File: src/seq_consts.svh
`ifndef SEQ_CONSTS_SVH
`define SEQ_CONSTS_SVH

//////////////////////////////////////////////////
// Instruction stream
//////////////////////////////////////////////////

// Width of one streamed instruction word
`define SEQ_INST_WIDTH 24
// Instruction memory address bits, 32 words
`define SEQ_IM_ADDR_WIDTH 5
// Cycles from word accept to replay request
`define SEQ_REPLAY_DELAY 9

//////////////////////////////////////////////////
// Datapath
//////////////////////////////////////////////////

// Register and result width
`define SEQ_DATA_WIDTH 16
// Register index bits, four registers
`define SEQ_REG_SEL_WIDTH 2

`endif

File: src/seq_pkg.sv
`include "seq_consts.svh"

package seq_pkg;

    // Immediate gets whatever the fixed fields leave over
    localparam int IMM_WIDTH = `SEQ_INST_WIDTH - 4 - 3 * `SEQ_REG_SEL_WIDTH;

    // Opcode encodings
    typedef enum logic [3:0] {
        OP_NOP  = 4'd0,
        OP_LDI  = 4'd1,
        OP_ADD  = 4'd2,
        OP_SUB  = 4'd3,
        OP_MUL  = 4'd4,
        OP_EMIT = 4'd5
    } opcode_e;

    // Streamed instruction word, opcode in the top bits
    typedef struct packed {
        logic [3:0]                    opcode;
        logic [`SEQ_REG_SEL_WIDTH-1:0] dst;
        logic [`SEQ_REG_SEL_WIDTH-1:0] src_a;
        logic [`SEQ_REG_SEL_WIDTH-1:0] src_b;
        logic [IMM_WIDTH-1:0]          imm;
    } inst_word_t;

    // Decoded control for the execution stage
    typedef struct packed {
        logic                          valid;
        opcode_e                       op;
        logic [`SEQ_REG_SEL_WIDTH-1:0] dst;
        logic [`SEQ_REG_SEL_WIDTH-1:0] src_a;
        logic [`SEQ_REG_SEL_WIDTH-1:0] src_b;
        // Zero-extended immediate
        logic [`SEQ_DATA_WIDTH-1:0]    imm;
        // Register write-back request
        logic                          wr_en;
        // Drive src_a to the result port
        logic                          emit;
    } dec_ctrl_t;

endpackage

File: src/inst_mem.sv
`timescale 1ns/1ns
`include "seq_consts.svh"

module inst_mem (
    input  logic                clk,
    input  logic                rst,
    input  logic                inst_in_v,
    input  seq_pkg::inst_word_t inst_in,
    output logic                inst_out_v,
    output seq_pkg::inst_word_t inst_out
);
    import seq_pkg::*;

    localparam int AW    = `SEQ_IM_ADDR_WIDTH;
    localparam int DEPTH = 2 ** `SEQ_IM_ADDR_WIDTH;
    localparam int DLY   = `SEQ_REPLAY_DELAY;

    //////////////////////////////////////////////////
    // Replay window control
    //////////////////////////////////////////////////

    // Delayed copy of the input valid
    logic [DLY-1:0] delay_sr;
    logic           window_open;
    logic           window_d1;
    logic           window_d2;
    // Window plus one drain cycle
    logic           window;

    // Write side
    logic           wr_en;
    logic           wr_en_r;
    logic           burst_start;
    logic [AW-1:0]  wr_addr;
    // First address of the most recent burst
    logic [AW-1:0]  base_addr;

    // Read side, pc is an offset inside the window
    logic [AW-1:0]  pc;
    // Shared registered address for read and write
    logic [AW-1:0]  mem_addr;

    inst_word_t     inst_in_r;
    inst_word_t     imem [DEPTH];

    assign window_open = delay_sr[DLY-1];
    assign window      = window_open | window_d1;
    // Writes are blocked while replaying
    assign wr_en       = inst_in_v & ~window;
    // First word of a burst, valid was low last cycle
    assign burst_start = wr_en & ~delay_sr[0];
    // Read data lags the window by two registers
    assign inst_out_v  = window_d2;

    always_ff @(posedge clk) begin
        if (rst) begin
            delay_sr  <= '0;
            window_d1 <= 1'b0;
            window_d2 <= 1'b0;
            wr_en_r   <= 1'b0;
            wr_addr   <= '0;
            base_addr <= '0;
            pc        <= '0;
            mem_addr  <= '0;
        end else begin
            delay_sr  <= {delay_sr[DLY-2:0], inst_in_v};
            window_d1 <= window_open;
            window_d2 <= window_d1;
            wr_en_r   <= wr_en;
            if (wr_en) begin
                wr_addr <= wr_addr + 1'b1;
            end
            if (burst_start) begin
                base_addr <= wr_addr;
            end
            // Program counter only runs inside the window
            if (window) begin
                pc <= pc + 1'b1;
            end else begin
                pc <= '0;
            end
            // Read address during replay, else next write slot
            mem_addr <= window ? base_addr + pc : wr_addr;
        end
    end

    //////////////////////////////////////////////////
    // Block-style storage
    //////////////////////////////////////////////////

    always_ff @(posedge clk) begin
        inst_in_r <= inst_in;
        if (wr_en_r) begin
            imem[mem_addr] <= inst_in_r;
        end
        // Registered read
        inst_out <= imem[mem_addr];
    end

endmodule

File: src/inst_decode.sv
`timescale 1ns/1ns
`include "seq_consts.svh"

module inst_decode (
    input  logic                                clk,
    input  logic                                rst,
    input  logic                                in_v,
    input  seq_pkg::inst_word_t                 in_word,
    output seq_pkg::dec_ctrl_t                  dec,
    output logic [`SEQ_REG_SEL_WIDTH-1:0]       rd_sel_a,
    output logic [`SEQ_REG_SEL_WIDTH-1:0]       rd_sel_b
);
    import seq_pkg::*;

    dec_ctrl_t dec_nxt;
    opcode_e   op_raw;

    // Raw opcode field as an enum
    assign op_raw = opcode_e'(in_word.opcode);

    always_comb begin
        dec_nxt       = '0;
        dec_nxt.valid = in_v;
        dec_nxt.dst   = in_word.dst;
        dec_nxt.src_a = in_word.src_a;
        dec_nxt.src_b = in_word.src_b;
        // Zero extension for LDI
        dec_nxt.imm   = {{(`SEQ_DATA_WIDTH - IMM_WIDTH){1'b0}}, in_word.imm};
        case (op_raw)
            OP_LDI, OP_ADD, OP_SUB, OP_MUL: begin
                dec_nxt.op    = op_raw;
                dec_nxt.wr_en = 1'b1;
            end
            OP_EMIT: begin
                dec_nxt.op   = op_raw;
                dec_nxt.emit = 1'b1;
            end
            // NOP and unknown codes
            default: begin
                dec_nxt.op = OP_NOP;
            end
        endcase
    end

    // One register stage
    always_ff @(posedge clk) begin
        if (rst) begin
            dec <= '0;
        end else begin
            dec <= dec_nxt;
        end
    end

    // Selects from the registered fields so read data lines up with dec
    assign rd_sel_a = dec.src_a;
    assign rd_sel_b = dec.src_b;

endmodule

File: src/reg_file.sv
`timescale 1ns/1ns
`include "seq_consts.svh"

module reg_file (
    input  logic                          clk,
    input  logic                          rst,
    input  logic [`SEQ_REG_SEL_WIDTH-1:0] rd_sel_a,
    input  logic [`SEQ_REG_SEL_WIDTH-1:0] rd_sel_b,
    output logic [`SEQ_DATA_WIDTH-1:0]    rd_data_a,
    output logic [`SEQ_DATA_WIDTH-1:0]    rd_data_b,
    input  logic                          wr_en,
    input  logic [`SEQ_REG_SEL_WIDTH-1:0] wr_sel,
    input  logic [`SEQ_DATA_WIDTH-1:0]    wr_data
);

    localparam int NREGS = 2 ** `SEQ_REG_SEL_WIDTH;

    logic [`SEQ_DATA_WIDTH-1:0] regs [NREGS];

    // Single write port
    always_ff @(posedge clk) begin
        if (rst) begin
            for (int i = 0; i < NREGS; i++) begin
                regs[i] <= '0;
            end
        end else if (wr_en) begin
            regs[wr_sel] <= wr_data;
        end
    end

    //////////////////////////////////////////////////
    // Read ports with same-cycle write bypass
    //////////////////////////////////////////////////

    // Lets a dependent instruction right behind the writer see the new value
    always_comb begin
        if (wr_en && (wr_sel == rd_sel_a)) begin
            rd_data_a = wr_data;
        end else begin
            rd_data_a = regs[rd_sel_a];
        end
        if (wr_en && (wr_sel == rd_sel_b)) begin
            rd_data_b = wr_data;
        end else begin
            rd_data_b = regs[rd_sel_b];
        end
    end

endmodule

File: src/exec_unit.sv
`timescale 1ns/1ns
`include "seq_consts.svh"

module exec_unit (
    input  logic                          clk,
    input  logic                          rst,
    input  seq_pkg::dec_ctrl_t            dec,
    input  logic [`SEQ_DATA_WIDTH-1:0]    rd_data_a,
    input  logic [`SEQ_DATA_WIDTH-1:0]    rd_data_b,
    output logic                          wr_en,
    output logic [`SEQ_REG_SEL_WIDTH-1:0] wr_sel,
    output logic [`SEQ_DATA_WIDTH-1:0]    wr_data,
    output logic                          result_v,
    output logic [`SEQ_DATA_WIDTH-1:0]    result
);
    import seq_pkg::*;

    // Full product, only the low half is kept
    logic [2*`SEQ_DATA_WIDTH-1:0] product;
    logic [`SEQ_DATA_WIDTH-1:0]   alu_out;

    assign product = rd_data_a * rd_data_b;

    //////////////////////////////////////////////////
    // Operation select
    //////////////////////////////////////////////////

    always_comb begin
        case (dec.op)
            OP_LDI: begin
                alu_out = dec.imm;
            end
            // Add and subtract wrap at 16 bits
            OP_ADD: begin
                alu_out = rd_data_a + rd_data_b;
            end
            OP_SUB: begin
                alu_out = rd_data_a - rd_data_b;
            end
            OP_MUL: begin
                alu_out = product[`SEQ_DATA_WIDTH-1:0];
            end
            // No arithmetic for NOP or EMIT
            default: begin
                alu_out = '0;
            end
        endcase
    end

    //////////////////////////////////////////////////
    // Write-back and result registers
    //////////////////////////////////////////////////

    // Strobes
    always_ff @(posedge clk) begin
        if (rst) begin
            wr_en    <= 1'b0;
            result_v <= 1'b0;
        end else begin
            wr_en    <= dec.valid & dec.wr_en;
            result_v <= dec.valid & dec.emit;
        end
    end

    // Payload follows the strobes by the same cycle
    always_ff @(posedge clk) begin
        wr_sel  <= dec.dst;
        wr_data <= alu_out;
        // EMIT sends src_a out
        result  <= rd_data_a;
    end

endmodule

File: src/seq_top.sv
`timescale 1ns/1ns
`include "seq_consts.svh"

module seq_top (
    input  logic                       clk,
    input  logic                       rst,
    input  logic                       inst_in_v,
    input  seq_pkg::inst_word_t        inst_in,
    output logic                       result_v,
    output logic [`SEQ_DATA_WIDTH-1:0] result
);
    import seq_pkg::*;

    // Memory to decoder
    logic                          im_out_v;
    inst_word_t                    im_out;

    // Decoder to execution and register file
    dec_ctrl_t                     dec;
    logic [`SEQ_REG_SEL_WIDTH-1:0] rd_sel_a;
    logic [`SEQ_REG_SEL_WIDTH-1:0] rd_sel_b;
    logic [`SEQ_DATA_WIDTH-1:0]    rd_data_a;
    logic [`SEQ_DATA_WIDTH-1:0]    rd_data_b;

    // Write-back path
    logic                          wr_en;
    logic [`SEQ_REG_SEL_WIDTH-1:0] wr_sel;
    logic [`SEQ_DATA_WIDTH-1:0]    wr_data;

    inst_mem im0 (
        .clk        (clk),
        .rst        (rst),
        .inst_in_v  (inst_in_v),
        .inst_in    (inst_in),
        .inst_out_v (im_out_v),
        .inst_out   (im_out)
    );

    inst_decode dec0 (
        .clk      (clk),
        .rst      (rst),
        .in_v     (im_out_v),
        .in_word  (im_out),
        .dec      (dec),
        .rd_sel_a (rd_sel_a),
        .rd_sel_b (rd_sel_b)
    );

    reg_file rf0 (
        .clk       (clk),
        .rst       (rst),
        .rd_sel_a  (rd_sel_a),
        .rd_sel_b  (rd_sel_b),
        .rd_data_a (rd_data_a),
        .rd_data_b (rd_data_b),
        .wr_en     (wr_en),
        .wr_sel    (wr_sel),
        .wr_data   (wr_data)
    );

    exec_unit ex0 (
        .clk       (clk),
        .rst       (rst),
        .dec       (dec),
        .rd_data_a (rd_data_a),
        .rd_data_b (rd_data_b),
        .wr_en     (wr_en),
        .wr_sel    (wr_sel),
        .wr_data   (wr_data),
        .result_v  (result_v),
        .result    (result)
    );

endmodule

File: config.mk
export PLATFORM = sky130hd
export DESIGN_NAME = seq_top
export DESIGN_NICKNAME = d
export VERILOG_FILES = /design/src/seq_pkg.sv /design/src/inst_mem.sv /design/src/inst_decode.sv /design/src/reg_file.sv /design/src/exec_unit.sv /design/src/seq_top.sv
export VERILOG_INCLUDE_DIRS = /design/src /design/src/src
export SDC_FILE = /design/constraint.sdc
export NUM_CORES = 1
export LEC_CHECK = 0
export BUFFER_PORTS_ARGS = -buffer_cell sky130_fd_sc_hd__buf_4
export CORE_UTILIZATION = 63
export DETAILED_ROUTE_END_ITERATION = 10
export PLACE_DENSITY = 0.84
export SLEW_MARGIN = 25
export SYNTH_ARGS = -nofsm -noshare
export SYNTH_HDL_FRONTEND = slang
export SYNTH_HIERARCHICAL = 1
export SYNTH_SLANG_ARGS = --single-unit
File: constraint.sdc
create_clock -name clk -period 8.9 [get_ports clk]
set_input_delay 0.89 -clock clk [delete_from_list [all_inputs] [get_ports clk]]
set_output_delay 0.89 -clock clk [all_outputs]
set_load 0.03 [all_outputs]
==> impl_metrics.json <==
{
  "outcome": "finished with violations",
  "violations": "DRC",
  "die_x_um": 261,
  "grt_first_pass_wirelength_um": 149000,
  "drc_errors": 8,
  "cts_resized": 0,
  "critical_path.startpoint": "dec0/rd_sel_b[0]",
  "ys_warn_count": 6,
  "setup_tns_ns": 0,
  "drive_above_1_share_pct": 12.2,
  "globalplace.congestion": 0.912,
  "hpwl_um": 58700,
  "antenna_found_initial": 1,
  "cts.clk_slew.worst_paths_ns": 0.06,
  "r2r_slack_ns": 1.41,
  "post-place-ws_ns": 1.49,
  "cts_hold_repair.buffers": 0,
  "worstPathArrival_ns": 7.98,
  "first_pass_iters": 8,
  "clock_latency_ns": 0.67,
  "power_density_mw_per_mm2": 229,
  "reg2reg_from": "dec0/rd_sel_b[0]",
  "synthFlopType": "edfxtp_1",
  "synth.avg_cell_area_um2": 15.5,
  "tightest_slew_ns": 1.12,
  "rows": 94,
  "rsz0062_at_grt": "no",
  "drtIter0Drc": 2435,
  "yosysTopAreaCell": "edfxtp_1",
  "cts_tree": "yes",
  "cts_max_level": 3,
  "path_class": "register to register",
  "core-area_mm2": 0.0660,
  "synth-seq-cells": 975,
  "numCtsBuffers": 92,
  "routedWlPerCell_um": 26.9,
  "setup_violations": 0,
  "area_growth_pct": 10.2,
  "ir_drop_mv": 0.229,
  "portBuffers": 43,
  "min_period_ns": 7.49,
  "regArea_mm2": 0.0279,
  "worstPathRequired_ns": 9.39,
  "ant_nets": 0,
  "initial_utilization_pct": 64.0,
  "ys_seq_area_share_pct": 66.0,
  "dieArea_mm2": 0.0680,
  "finalCritPeriodShare_pct": 84.2,
  "drv_slew": 0,
  "cts.path.max_buffers": 3,
  "multi_input_area_mm2": 0.0132,
  "vias": 24000,
  "synth_top_area_share_pct": 59.2,
  "final.setup.worst_slack_ns": 1.41,
  "slew_headroom_pct": 25.2,
  "synth-edff-count": 832,
  "r2r_cells": 22,
  "vias_per_cell": 6.46,
  "async_flop_share_pct": 0,
  "clockRootBuffer": "clkbuf_16",
  "drt_wl_total_um": 99900,
  "fmax_mhz": 133,
  "grt_max_degree": 129,
  "hp-class": "input pin to register",
  "cts_sinks": 975,
  "overflow": 0,
  "fin_nets": 2955,
  "max_cap_violations": 0,
  "die_h_um": 261,
  "synth_cell_types": 72,
  "grt_pass1_vias": 24600,
  "finClkSkew_ns": 0.0483,
  "cts_setup_buffers": 0,
  "cp-start-kind": "register",
  "netlist_area_mm2": 0.0422,
  "endpoint": "ex0/wr_data[14]",
  "endpoint_kind": "register",
  "synthCells": 2730,
  "io-pin-count": 44,
  "synth_area_leaders": "edfxtp_1 59%, mux2i_1 9.1%, dfxtp_1 6.8%",
  "grtUsageTotal_pct": 29.8,
  "n_fill_cell": 3982,
  "final_hold_viol_count": 0,
  "path_max_fanout": 17,
  "r2r-end": "ex0/wr_data[14]",
  "leakagePower_uw": 0.0157
}
-- cell usage in the layout (no fill, tap or decap), types with 21 or more instances in the layout --
| cell type | synthesis | final |
|---|---|---|
| inv_1 | 126 | 126 |
| o22ai_1 | 192 | 192 |
| nor2_2 | 0 | 28 |
| xnor2_1 | 55 | 55 |
| dfxtp_1 | 143 | 127 |
| mux4_1 | 32 | 32 |
| a21oi_1 | 30 | 30 |
| edfxtp_1 | 832 | 832 |
| fa_1 | 82 | 82 |
| nand2_1 | 115 | 115 |
| clkbuf_16 | 0 | 94 |
| nor2b_1 | 38 | 37 |
| and2_1 | 128 | 128 |
| nor4_1 | 52 | 51 |
| xor2_1 | 21 | 21 |
| mux2i_1 | 384 | 384 |
| ha_1 | 72 | 72 |
| o21ai_0 | 29 | 29 |
| buf_4 | 8 | 93 |
| nor2_1 | 80 | 52 |
-- worst min path at each step --
stage                   endpoint  slack [ns]  cells after the start          from
2_1_floorplan      ex0/wr_sel[0]        0.31                      0  dec0/dec[22]
3_3_place_gp       ex0/wr_sel[1]        0.31                      0  dec0/dec[23]
3_5_place_dp       ex0/wr_sel[0]        0.31                      0  dec0/dec[22]
4_1_cts        im0/inst_in_r[14]        0.30                      1   inst_in[14]
5_1_grt        im0/inst_in_r[21]        0.30                      1   inst_in[21]
6_report       im0/inst_in_r[11]        0.32                      1   inst_in[11]
-- cell type report --
class	instances	area share, %
antenna	1	0.00538
clock buffer	126	5.60
clock inverter	47	1.20
inverter	126	1.02
multi-input combinational	1484	28.3
sequential	975	59.9
tap	864	2.32
timing repair buffer	95	1.59
-- worst max-delay path: stages, from the launching register on --
cell	delay (ns)
dfxtp_1	0.99
xnor2_1	0.22
nand3_2	0.48
mux2_2	0.61
and2_1	0.22
fa_1	0.55
inv_1	0.05
fa_1	0.47
fa_1	0.51
fa_1	0.57
inv_1	0.06
fa_1	0.48
inv_1	0.06
fa_1	0.53
inv_1	0.05
ha_1	0.36
and3_1	0.17
a21oi_1	0.11
o21ai_1	0.09
o41a_1	0.33
xor2_1	0.15
a22oi_1	0.17
o21ai_1	0.08
-- metal layers --
layer	part of all wire (%)	up-vias	GRT usage [%]	routed length [um]
li1	-	10300	-	-
met1	37	12100	37.5	37000
met2	51	1334	51.0	50600
met3	8.2	264	4.64	8180
met4	4.1	0	13.8	4080
met5	0	-	0	0
-- flip-flops by register name, summed over array words and instances (netlist names) --
register / cells
im0/imem: 768
rf0/regs: 64
im0/inst_in_r: 24
im0/inst_out: 24
dec0/dec: 23
ex0/result: 16
ex0/wr_data: 16
im0/delay_sr: 9
im0/base_addr: 5
im0/mem_addr: 5
im0/pc: 5
im0/wr_addr: 5
dec0/rd_sel_a: 2
dec0/rd_sel_b: 2
ex0/wr_sel: 2
ex0/result_v: 1
ex0/wr_en: 1
im0/inst_out_v: 1
im0/window_d1: 1
im0/wr_en_r: 1
-- stage by stage --
stage                     util (%)  hold slack [ns]  instance area (um2)  power (uW)  std cells
after floorplan                  -            0.310                42200        6290       2732
after global placement        65.6            0.314                43300        6680       3544
after detailed placement      65.6            0.315                43300        6730       3544
after CTS                     70.4            0.299                46500       10700       3717
after global routing          70.5            0.304                46500       11000       3717
final                         70.5            0.324                46500       10700       3718
-- power by group --
group	leakage [uW]	switching (uW)	total [uW]	internal (uW)
logic	0.00541	876	1520	639
clock network	0.00154	1710	4020	2310
registers	0.00876	111	5130	5020
total	0.0157	2700	10700	7960
-- Yosys cell counts (all sizes together), types with 3 or more instances --
| cell | number |
|---|---|
| nand2b | 6 |
| edfxtp | 832 |
| and2 | 128 |
| o221ai | 4 |
| nor4 | 54 |
| a22oi | 8 |
| o41ai | 3 |
| buf | 111 |
| xnor2 | 55 |
| mux2i | 384 |
| nand4b | 5 |
| nand4bb | 6 |
| fa | 82 |
| a21oi | 31 |
| or2 | 4 |
| a211oi | 7 |
| nand4 | 3 |
| nor2b | 38 |
| nor3b | 4 |
| nand3 | 11 |
| or4b | 4 |
| mux2 | 33 |
| dfxtp | 143 |
| ha | 72 |
| o21ai | 31 |
| clkbuf | 36 |
| nor3 | 15 |
| nand3b | 6 |
| or3b | 4 |
| nor2 | 80 |
| nand2 | 115 |
| a21o | 4 |
| o22ai | 192 |
| or3 | 6 |
| mux4 | 32 |
| inv | 126 |
| o21a | 4 |
| nor4b | 3 |
| xor2 | 21 |
| and3 | 6 |
-- cell families (layout without fill, tap and decap cells) --
family	count (synthesis)	in the layout	synth area share [%]
flops	975	975	66.0
simple gates	503	503	6.60
mux	449	449	12.2
compound gates	299	299	4.59
buf+inv	273	394	3.08
fa+ha+maj	154	154	6.02
xor+xnor	76	76	1.58
other cells	1	4	0.00888
No activity file was read; power rests on OpenSTA's default activity.
